## config.mk

```make
export PLATFORM = sky130hd
export DESIGN_NAME = alu
export DESIGN_NICKNAME = d
export VERILOG_FILES = /design/src/logic/datapath_pkg.sv /design/src/logic/alu.sv
export SDC_FILE = /design/constraint.sdc
export NUM_CORES = 1
export LEC_CHECK = 0
export BUFFER_PORTS_ARGS = -buffer_cell sky130_fd_sc_hd__buf_2
export CORE_ASPECT_RATIO = 1.75
export CORE_MARGIN = 2
export CORE_UTILIZATION = 45
export DETAILED_ROUTE_END_ITERATION = 10
export GPL_TIMING_DRIVEN = 0
export PLACE_DENSITY = 0.69
export SLEW_MARGIN = 10
export SYNTH_ARGS = -nofsm -noshare
export SYNTH_HDL_FRONTEND = slang
export SYNTH_SLANG_ARGS = --single-unit
```

## constraint.sdc

```tcl
create_clock -name vclk -period 4.6
set_input_delay 0.23 -clock vclk [all_inputs]
set_output_delay 0.23 -clock vclk [all_outputs]
set_load 0.02 [all_outputs]
```

## src/logic/datapath_pkg.sv

```systemverilog
`default_nettype none

package datapath_pkg;

	localparam int data_bits     = 16;
	localparam int reg_count     = 16;
	localparam int reg_addr_bits = 4;

	// flag word layout
	localparam int flag_bits = 5;
	localparam int flag_c    = 0; // carry out of 17-bit sum
	localparam int flag_l    = 1; // a below b, unsigned
	localparam int flag_f    = 2; // signed overflow
	localparam int flag_z    = 3; // result zero
	localparam int flag_n    = 4; // a below b, signed

	// alu operations
	localparam int alu_op_bits = 4;
	localparam logic [alu_op_bits-1:0] alu_add    = 4'd0;
	localparam logic [alu_op_bits-1:0] alu_addc   = 4'd1;
	localparam logic [alu_op_bits-1:0] alu_sub    = 4'd2; // also cmp, cmpi
	localparam logic [alu_op_bits-1:0] alu_and    = 4'd3;
	localparam logic [alu_op_bits-1:0] alu_or     = 4'd4;
	localparam logic [alu_op_bits-1:0] alu_xor    = 4'd5;
	localparam logic [alu_op_bits-1:0] alu_pass_b = 4'd6; // mov, movi

endpackage

`default_nettype wire

```

## src/logic/alu.sv

```systemverilog
`timescale 1ns/100ps
`default_nettype none

module alu import datapath_pkg::*; (
	input  wire  [data_bits-1:0]   a, // rdest
	input  wire  [data_bits-1:0]   b, // rsrc or immediate
	input  wire  [alu_op_bits-1:0] alu_op,
	input  wire                    cin, // stored carry
	output logic [data_bits-1:0]   result,
	output logic [flag_bits-1:0]   flags
);

	logic [data_bits:0] sum; // extra bit is the carry
	logic               ovf;

	always_comb begin
		sum    = '0;
		ovf    = 1'b0;
		result = '0;
		case (alu_op)
			alu_add: begin
				sum    = {1'b0, a} + {1'b0, b};
				result = sum[data_bits-1:0];
				ovf    = (a[data_bits-1] == b[data_bits-1]) &&
				         (result[data_bits-1] != a[data_bits-1]);
			end
			alu_addc: begin
				sum    = {1'b0, a} + {1'b0, b} + {{data_bits{1'b0}}, cin};
				result = sum[data_bits-1:0];
				ovf    = (a[data_bits-1] == b[data_bits-1]) &&
				         (result[data_bits-1] != a[data_bits-1]);
			end
			alu_sub: begin
				sum    = {1'b0, a} - {1'b0, b}; // top bit is the borrow
				result = sum[data_bits-1:0];
				ovf    = (a[data_bits-1] != b[data_bits-1]) &&
				         (result[data_bits-1] != a[data_bits-1]);
			end
			alu_and:    result = a & b;
			alu_or:     result = a | b;
			alu_xor:    result = a ^ b;
			alu_pass_b: result = b;
			default:    result = '0;
		endcase
	end

	// compare flags come from the operands, not the result
	always_comb begin
		flags         = '0;
		flags[flag_c] = sum[data_bits];
		flags[flag_l] = a < b;
		flags[flag_f] = ovf;
		flags[flag_z] = result == '0;
		flags[flag_n] = $signed(a) < $signed(b);
	end

endmodule

`default_nettype wire

```

# --- Yosys cells after proc, flatten, opt, wreduce, memory -nomap -nowiden ---
# Cells that the tools add are included.
classes:
  add_sub_neg: 3
  order_cmp: 2
  eq_ne: 11
  n_mux: 3
  bitwise: 3
  n_reduce_logical: 5
ops:
  columns: ["operator", "n"]
  rows:
  - ["one-hot mux 16 bit (7 select lines)", 1]
  - ["one-hot mux 17 bit (3 select lines)", 1]
  - ["less-than comparator 16 bit", 2]
  - ["adder 16 x 16 -> 17 bit", 1]
  - ["adder 17 x 1 -> 17 bit", 1]
  - ["subtractor 16 x 16 -> 17 bit", 1]
  - ["AND 16 bit", 1]
  - ["logical NOT 16 bit", 1]
  - ["bitwise OR 16 bit", 1]
  - ["bitwise XOR 16 bit", 1]
  - ["== test 4 x 3 -> 1 bit (second input constant)", 3]
  - ["== test 4 x 2 -> 1 bit (second input constant)", 2]
  - ["== test 4 x 1 -> 1 bit (second input constant)", 1]
  - ["logical NOT 4 bit", 1]
  - ["inequality test 1 bit", 4]
  - ["logical AND 1 bit", 3]
  - ["one-hot mux 1 bit (3 select lines)", 1]
  - ["== test 1 bit", 1]
totals:
  ff_bits: 0
  in_bits: 37
  out_inout_bits: 21
  elab_cells: 27

# --- Logic depth before layout (Yosys ltp) ---
# Gate-level depths: netlist of the first run.
depth:
  word_depth: 5
  ltp_mapped: 15
  ltp_nobuf: 15

# --- Worst setup path after synthesis of the first run ---
# OpenSTA, ideal clock, no wires.
synth_timing:
  path_kind: "input port to output port"
  startpoint: "input a[0]"
  endpoint: "output flags[3]"
  t_arrival_ps: 3570
  t_required_ps: 4370
  path_slack_ps: 800
  cell_stages: 13
  path_buffers: 0
  cell_sequence: "ha_1 > inv_1 > fa_1 > nand2b_1 > a211oi_1 > o31ai_1 > a2bb2oi_1 > and4_1 > nand4_1 > xor2_1 > a211o_2 > or4b_4 > nor3_2"
synth_between:
  elab_chain_cells: 4
  word_cells_on_any_way: 8
  cone_classes: "add/sub: 3; mux: 1; bitwise: 3; reduce/logical: 1"
synth_lines:
  columns: ["item", "line", "rtl"]
  rows:
  - ["from (decl)", "alu.sv:5", "input wire [data_bits-1:0] a,"]
  - ["adder 16 x 16 -> 17 bit", "alu.sv:22, alu.sv:28", null]
  - ["adder 17 x 1 -> 17 bit", "alu.sv:28", "sum = {1'b0, a} + {1'b0, b} + {{data_bits{1'b0}}, cin};"]
  - ["one-hot mux 16 bit (7 select lines) (*)", "alu.sv:20", "case (alu_op)"]
  - ["named net result[12]", "alu.sv:9", "output logic [data_bits-1:0] result,"]
  - ["logical NOT 16 bit (*)", "alu.sv:53", "flags[flag_z] = result == '0;"]
  - ["to (decl)", "alu.sv:10", "output logic [flag_bits-1:0] flags"]
# The timed path passes the listed nets; every way through them passes the cells marked *.

# --- Worst setup path after layout of the first run ---
layout_timing:
  startpoint: "input b[0]"
  endpoint: "output flags[3]"
layout_between:
  elab_chain_cells: 4
  word_cells_on_any_way: 8
  cone_classes: "add/sub: 3; mux: 1; bitwise: 3; reduce/logical: 1"
layout_lines:
  columns: ["item", "line", "rtl"]
  rows:
  - ["from (decl)", "alu.sv:6", "input wire [data_bits-1:0] b,"]
  - ["adder 16 x 16 -> 17 bit", "alu.sv:22, alu.sv:28", null]
  - ["adder 17 x 1 -> 17 bit", "alu.sv:28", null]
  - ["one-hot mux 16 bit (7 select lines) (*)", "alu.sv:20", null]
  - ["logical NOT 16 bit (*)", "alu.sv:53", null]
# Every way passes the cells marked *; elsewhere a longest branch is shown, timed or not.

==> summary.md, run 1 <==
| Metric | Value |
|---|---|
| Status | complete, no violations |
| Area delta synth->final | 12.5% |
| Synth top area share | 0.216 |
| Cells after synthesis | 436 |
| Leakage power | between 1.5 and 2 nW |
| CP Launch Type | primary input |
| Pwr/cell area | between 100 and 150 nW/µm² |
| Fill count | 709 |
| Number of global-route vias before repair | 3,458 |
| Crit path DAT | roughly 4000 ps |
| Crit-path slowest cell | a211oi_1 |
| Clock power share | 0 |
| Worst VDD drop | 0.0546 mV |
| Post-Layout Inst Area | 3450 µm² |
| Psw | around 0.27 mW |
| First-pass GRT wire length | between 10,000 and 15,000 µm |
| Syn Area/Cell | slightly above 7 µm² |
| Met3 usage | 0.0239 |
| Die span in y | 113 µm |
| CP most frequent cell | buf_2 |
| Dpl hpwl | approximately 7400 µm |
| Setup_tns | 0 ps |
| Most frequent cells in the layout | 57 x buf_2, 53 x ha_1, 44 x inv_1 |
| Synth top area cells | ha_1 22%, xnor2_1 5.4%, inv_1 5.4% |
| Data required, critical path | between 4000 and 5000 ps |
| Crit path cell chain | buf_2, ha_1, inv_1, fa_1, nand2b_1, a211oi_1, o31ai_1, a2bb2oi_1, and4_1, nand4_1, xor2_1, a211o_2, or4b_4, nor3_2, buf_2 |
| GRT overflow | 0 |
| CTS Hold Buffers Added | 0 |
| FMAX | roughly 230 MHz |
| Post-Syn Area | 3070 µm² |
| Row cnt | 39 |
| M2 GR Usage | 0.461 |
| RSZ-0062 raised after global routing | false |
| Final worst path period need | about 4300 ps |
| DRT antenna net count | 0 |
| Post-synth net total | 528 |
| Slew @ Worst Pin | 844 ps |
| Post-route DRC | 0 |
| Reg power frac | 0 |
| Seq/Total Area, Yosys | 0 |
| Simple-gate share of the synthesized area | 0.263 |
| Post-synth top area cell | ha_1 |
| Die ar. | approximately 7500 µm² |
| GRT Total Usage | 0.242 |
| Drt total wl | just over 9000 µm |
| Fraction of power consumed by combinational cells | 1.000 |
| GR peak layer | met2 |
| Placement Cell Area | ~3500 µm² |
| Port Buf Inserts | between 50 and 60 |
| Share of cells above drive strength 1 | 0.189 |
| Commonest non-fill, non-tap cell in the layout | buf_2 |
| Final Net Count | roughly 600 |
| Ys Warns | 0 |
| Core Area | 6590 µm² |
| Synth Area in Adders | 0.229 |
| Vias/cell | ~6.1 |
| Unique cell type count in the Yosys netlist | 79 |
| Critical path peak fanout | 5 |
| Starting Density | 0.466 |
| Max incr delay on CP | between 500 and 600 ps |
| Final period utilization | 0.942 |
| Complex-gate fraction of the synthesized area | 0.326 |
| Max-slew headroom | 0.429 |
| Largest net degree at the start of global routing | 11 |
| # setup viols final | 0 |
| Initial antenna violation count | 0 |
| Final hold violation count | 0 |
| Crit Path Class | in2out |
| Vias | 3,487 |
| Area share of xor/xnor cells in the synthesized design | 0.0709 |
| 1st-pass router iterations | 5 |
| Final Max Slew Viols | 0 |
| Post-synthesis mux area share | 0.0139 |
| Largest family of logic cells by synthesized area | compound AO/OA/AOI/OAI gates |
| Initial DRC Count | 142 |
| Reg area | 0 µm² |
| Worst Setup End Kind | output port |
| # Post-CTS Setup Buffers | 0 |
| Hold Crit Class | in2out |
| Switching Fraction | 0.604 |
| Antenna diode count | 0 |
| P_int | 0.176 mW |
| Grt met1 use | 0.256 |
| Die width | around 66 µm |
| Routed len/inst | 15.8 µm |
| Seq cells | 0 |
| Max_cap viols | 0 |
| PostCTS Resize Cnt | 0 |
| Clk_buf instances | 0 |
| Top-Level Pins | 58 |
| GP Congestion | between 0.8 and 0.9 |
critical path: cells and delay by family:
family / cells / cell delay, ps
XOR/XNOR: 1 / 170
AO/OA/AOI/OAI: 4 / 1420
buffers and inverters: 3 / 370
adder cells (fa/ha/maj): 2 / 620
AND/OR/NAND/NOR: 5 / 1270
cells by family after synthesis:
family / Yosys count
compound gates: 145
simple gates: 137
buf+inv: 71
fa+ha+maj: 55
xor+xnor: 24
mux: 4
per-stage QoR:
step / setup slack (ps) / power, mW / util / instances / hold slack, ps
floorplan: 800 / 0.324 / - / 436 / 721
global placement: 365 / 0.433 / 0.524 / 574 / 923
detailed placement: 324 / 0.437 / 0.524 / 574 / 920
CTS: 320 / 0.440 / 0.524 / 574 / 921
global route: 19.8 / 0.489 / 0.524 / 574 / 968
finish: 269 / 0.443 / 0.524 / 574 / 923
area by class of cell:
cell class | instances | area (µm²) | share of cell area
multi-input combinational | 365 | 2770 | 0.802
timing repair buffer | 56 | 280 | 0.0812
inverter | 45 | 169 | 0.0489
buffer | 26 | 131 | 0.0380
tap | 82 | 103 | 0.0297
Yosys cell counts (all sizes together), types with 6 or more instances:
master / number
a22oi: 10
a21o: 8
nor2: 24
inv: 44
nor3: 17
nand4: 6
clkbuf: 20
o21ai: 33
or3: 7
ha: 53
xnor2: 20
nor4: 7
buf: 6
nand3: 10
nand2: 24
a21oi: 32
power by group through the flow:
| stage | registers [mW] | logic [mW] | clock network [mW] |
|---|---|---|---|
| 4_1_cts | 0 | 0.440 | 0 |
| 6_report | 0 | 0.443 | 0 |
| 3_3_place_gp | 0 | 0.433 | 0 |
| 3_5_place_dp | 0 | 0.437 | 0 |
| 5_1_grt | 0 | 0.489 | 0 |
| 2_1_floorplan | 0 | 0.324 | 0 |
metal layers:
metal / wire, µm / up-vias
met3: 385 / 37
li1: - / 1712
met5: 0 / -
met1: 3510 / 1630
met4: 431 / 0
met2: 4760 / 108
path summary, 6_finish.rpt:
check / start / to / cells past startpoint / slack, ps
min: b[1] / result[1] / 4 / 920
max: b[0] / flags[3] / 15 / 270
Note: power is estimated with default switching activity, not from simulation.
==> inputs of run 2 (changes only) <==
--- a/config.mk
+++ b/config.mk
@@ -11,7 +11,7 @@
 export CORE_UTILIZATION = 45
 export DETAILED_ROUTE_END_ITERATION = 10
 export GPL_TIMING_DRIVEN = 0
-export PLACE_DENSITY = 0.69
+export PLACE_DENSITY = 0.67
 export SLEW_MARGIN = 10
 export SYNTH_ARGS = -nofsm -noshare
 export SYNTH_HDL_FRONTEND = slang
==> summary.md, run 2 (synthesized netlist as in run 1, its figures left out) <==
| Metric | Value |
|---|---|
| Vias/cell | around 6.1 |
| Most frequent cells in the layout | 57 x buf_2, 53 x ha_1, 44 x inv_1 |
| Pwr/cell area | ~130 nW/µm² |
| Final period utilization | 0.933 |
| Top-Level Pins | 58 |
| Max_cap viols | 0 |
| Clk_buf instances | 0 |
| M2 GR Usage | 0.471 |
| Initial antenna violation count | 0 |
| Worst VDD drop | ~0.06 mV |
| Final worst path period need | 4290 ps |
| Die width | between 60 and 70 µm |
| Antenna diode count | 0 |
| Die ar. | 7530 µm² |
| Crit path cell chain | buf_2, inv_1, ha_1, clkbuf_1, nor4_1, nor2_1, a31o_2, o21ai_0, o31ai_1, a21oi_1, or3b_4, or4b_4, nor3_2, buf_2 |
| Grt met1 use | 0.255 |
| Tot Pwr | 0.447 mW |
| Vias | about 3,500 |
| First-pass GRT wire length | around 14,000 µm |
| FMAX | about 230 MHz |
| Core Area | approximately 6600 µm² |
| Commonest non-fill, non-tap cell in the layout | buf_2 |
| Crit-path slowest cell | nor4_1 |
| Worst Setup End Kind | output port |
| Leakage power | 1.63 nW |
| GRT Total Usage | 0.237 |
| Max incr delay on CP | 550 ps |
| GP Congestion | about 0.90 |
| Row cnt | 39 |
| CTS Hold Buffers Added | 0 |
| Data required, critical path | 4370 ps |
| Hold Crit Class | in2out |
| Crit path max-delay family | simple AND/OR/NAND/NOR gates |
| Share of cells above drive strength 1 | 0.191 |
| GRT overflow | 0 |
| Final Max Slew Viols | 0 |
| # Post-CTS Setup Buffers | 0 |
| 1st-pass router iterations | 5 |
| Seq cells | 0 |
| DRT antenna net count | 0 |
| WP buf/inv | 4 |
| Critical path peak fanout | 10 |
| Max-slew headroom | 0.309 |
| Drt total wl | roughly 9300 µm |
| Crit Path Class | in2out |
| Routed len/inst | between 15 and 20 µm |
| Die span in y | around 110 µm |
| Final Net Count | roughly 590 |
| CP Launch Type | primary input |
| Slew @ Worst Pin | ~1000 ps |
| Setup_tns | 0 ps |
| Port Buf Inserts | between 50 and 60 |
| Post-route DRC | 0 |
| Starting Density | 0.466 |
| Final hold violation count | 0 |
| Reg area | 0 µm² |
| Initial DRC Count | ~160 |
| RSZ-0062 raised after global routing | false |
| Hold WS | around 960 ps |
| GR peak layer | met2 |
| CP most frequent cell | buf_2 |
| Dpl hpwl | 7500 µm |
| Largest net degree at the start of global routing | 11 |
| Number of global-route vias before repair | 3,231 |
| Status | complete, no violations |
| # setup viols final | 0 |
| Met3 usage | 0.00696 |
| Area delta synth->final | 12.6% |
| Crit path DAT | about 4100 ps |
==> run 2: cell counts in the layout (fill, tap and decap cells not counted) <==
Identical to the previous run, type by type.
==> run 2: path summary, 6_finish.rpt <==
check / startpoint / endpoint / slack (ps) / cells past startpoint
worst min-delay path: b[1] / result[1] / 960 / 4
worst max-delay path: a[4] / flags[3] / 310 / 14
==> run 2: tightest hold or removal path: stages <==
cell	delay, ps
buf_2	100
a22oi_1	90
nand4_1	140
buf_2	180
==> run 2: what timing repair did <==
action / 4_1_cts / 5_1_grt
endpoints found under the setup margin: 0 / 1
resized for setup: 0 / 1
hold endpoints to repair: 0 / 0
==> run 2: metal layers <==
| metal | vias up | share of wire |
|---|---|---|
| met5 | - | 0 |
| met2 | 125 | 0.55 |
| met3 | 24 | 0.044 |
| li1 | 1720 | - |
| met4 | 0 | 0.028 |
| met1 | 1657 | 0.38 |
==> run 2: cell type report <==
type / count / area, µm²
timing repair buffer: 56 / 280
fill: 722 / 3130
inverter: 45 / 169
tap: 82 / 103
buffer: 26 / 131
multi-input combinational: 365 / 2780
==> run 2: metrics by stage <==
stage / worst slack (ps) / std cells / util / area (µm²)
2_1_floorplan: 800 / 436 / - / 3070
4_1_cts: 281 / 574 / 0.524 / 3450
3_3_place_gp: 358 / 574 / 0.524 / 3450
3_5_place_dp: 300 / 574 / 0.524 / 3450
5_1_grt: 109 / 574 / 0.525 / 3460
6_report: 306 / 574 / 0.525 / 3460
==> run 2: report_power, final <==
group	switching, mW	internal [mW]
logic	0.271	0.176
clock network	0	0
registers	0	0
total	0.271	0.176
==> inputs of run 3 (changes only) <==
--- a/config.mk
+++ b/config.mk
@@ -8,11 +8,11 @@
 export BUFFER_PORTS_ARGS = -buffer_cell sky130_fd_sc_hd__buf_2
 export CORE_ASPECT_RATIO = 1.75
 export CORE_MARGIN = 2
-export CORE_UTILIZATION = 45
+export CORE_UTILIZATION = 60
 export DETAILED_ROUTE_END_ITERATION = 10
 export GPL_TIMING_DRIVEN = 0
-export PLACE_DENSITY = 0.67
-export SLEW_MARGIN = 10
+export PLACE_DENSITY = 0.85
+export SKIP_LAST_GASP = 1
 export SYNTH_ARGS = -nofsm -noshare
 export SYNTH_HDL_FRONTEND = slang
 export SYNTH_SLANG_ARGS = --single-unit
==> summary.md, run 3 (synthesized netlist as in run 1, its figures left out) <==
| Metric | Value |
|---|---|
| Antenna diode count | 0 |
| Max incr delay on CP | between 500 and 600 ps |
| PostCTS Resize Cnt | 0 |
| GRT overflow | 0 |
| Share of cells above drive strength 1 | 0.189 |
| WP depth | 15 |
| Commonest non-fill, non-tap cell in the layout | buf_2 |
| Final period utilization | 0.946 |
| Fraction of power consumed by combinational cells | 1.000 |
| Reg area | 0 µm² |
| Drt total wl | about 9000 µm |
| Data required, critical path | ~4400 ps |
| CTS Hold Buffers Added | 0 |
| Worst Setup End Kind | output port |
| Clock power share | 0 |
| Crit path cell chain | buf_2, ha_1, inv_1, fa_1, nand2b_1, a211oi_1, o31ai_1, a2bb2oi_1, and4_1, nand4_1, xor2_1, a211o_2, or4b_4, nor3_2, buf_2 |
| Post-route DRC | 0 |
| Crit path max-delay family | compound AO/OA/AOI/OAI gates |
| Most frequent cells in the layout | 57 x buf_2, 53 x ha_1, 44 x inv_1 |
| Placement Cell Area | around 3400 µm² |
| WP buf/inv | 3 |
| P_int | ~0.18 mW |
| WL met3 | 459 µm |
| Psw | around 0.27 mW |
| Vias/cell | roughly 6.5 |
| Routed len/inst | about 16 µm |
| Crit Path Class | in2out |
| Final hold violation count | 0 |
| GRT Total Usage | 0.304 |
| Row cnt | 34 |
| Reg power frac | 0 |
| Min-Delay Startpoint | b[1] |
| 1st-pass router iterations | 5 |
| # Post-CTS Setup Buffers | 0 |
| Core Area | 4930 µm² |
| Post-Layout Inst Area | about 3400 µm² |
| Die ar. | around 5700 µm² |
| Starting Density | 0.622 |
| Hold WS | between 900 and 1000 ps |
| Setup_tns | 0 ps |
| First-pass GRT wire length | between 10,000 and 15,000 µm |
| CP Launch Type | primary input |
| Hold Crit Class | in2out |
| Crit-path slowest cell | or4b_4 |
| Dpl hpwl | between 7000 and 8000 µm |
| Top Layer Used | met4 |
| Seq cells | 0 |
| Vias | 3,544 |
| Critical path peak fanout | 5 |
| Leakage power | approximately 1.6 nW |
| CP most frequent cell | buf_2 |
| Worst VDD drop | a little under 0.09 mV |
| Initial antenna violation count | 0 |
| Pwr/cell area | approximately 130 nW/µm² |
| Switching Fraction | 0.606 |
| Area delta synth->final | 11.3% |
| Port Buf Inserts | between 50 and 60 |
| Number of global-route vias before repair | 3,269 |
| GP Congestion | ~0.95 |
| Die width | between 50 and 60 µm |
| WL met1 | 3480 µm |
| Status | complete, no violations |
| DRT antenna net count | 0 |
| Initial DRC Count | 157 |
| Final Net Count | 586 |
| Max_cap viols | 0 |
| Crit path DAT | 4120 ps |
| RSZ-0062 raised after global routing | false |
| Slew @ Worst Pin | 938 ps |
| Clk_buf instances | 0 |
| Top-Level Pins | 58 |
| Hold Path End | result[1] |
| Hold depth | 4 |
| Largest net degree at the start of global routing | 11 |
| Routed wl met2 | 4690 µm |
| Max-slew headroom | 0.366 |
| Final worst path period need | about 4400 ps |
| Die span in y | approximately 99 µm |
| FMAX | 230 MHz |
| # setup viols final | 0 |
| Final Max Slew Viols | 0 |
## run 3: cell count changes in the layout (fill, tap and decap cells not counted)
| cell | previous run | this run |
|---|---|---|
| a211oi_1 | 4 | 5 |
| a211oi_2 | 1 | 0 |
## run 3: metal layers
metal,up-vias,global-route usage
met2,156,0.587
met4,0,0.107
met1,1642,0.338
li1,1717,-
met5,-,0
met3,29,0.0131
## run 3: how the worst max path moves through the flow
| stage | from | to | slack (ps) |
|---|---|---|---|
| floorplan | a[0] | flags[3] | 800 |
| global placement | b[0] | flags[3] | 350 |
| detailed placement | b[0] | flags[3] | 310 |
| CTS | b[0] | flags[3] | 310 |
| global route | b[0] | flags[3] | 40 |
| finish | b[0] | flags[3] | 250 |
## run 3: power by group through the flow
stage | combinational, mW | clock [mW] | sequential, mW
after floorplan | 0.324 | 0 | 0
after global placement | 0.429 | 0 | 0
after detailed placement | 0.436 | 0 | 0
after CTS | 0.438 | 0 | 0
after global routing | 0.486 | 0 | 0
final | 0.446 | 0 | 0
## run 3: final cells by class
type	count	area, µm²
Inverter	45	169
Fill cell	469	1520
Multi-Input combinational cell	365	2770
Buffer	26	131
Tap cell	54	67.6
Timing Repair Buffer	56	280
## run 3: metrics by stage
| stage | setup slack [ps] | total power, mW | cells | util |
|---|---|---|---|---|
| 2_1_floorplan | 800 | 0.324 | 436 | - |
| 3_3_place_gp | 346 | 0.429 | 546 | 0.693 |
| 6_report | 248 | 0.446 | 546 | 0.693 |
| 5_1_grt | 38.7 | 0.486 | 546 | 0.693 |
| 4_1_cts | 305 | 0.438 | 546 | 0.693 |
| 3_5_place_dp | 311 | 0.436 | 546 | 0.693 |
## run 3: worst min-delay path, cell delays in order
cell	delay [ps]
buf_2	100
a22oi_1	80
nand4_1	110
buf_2	170
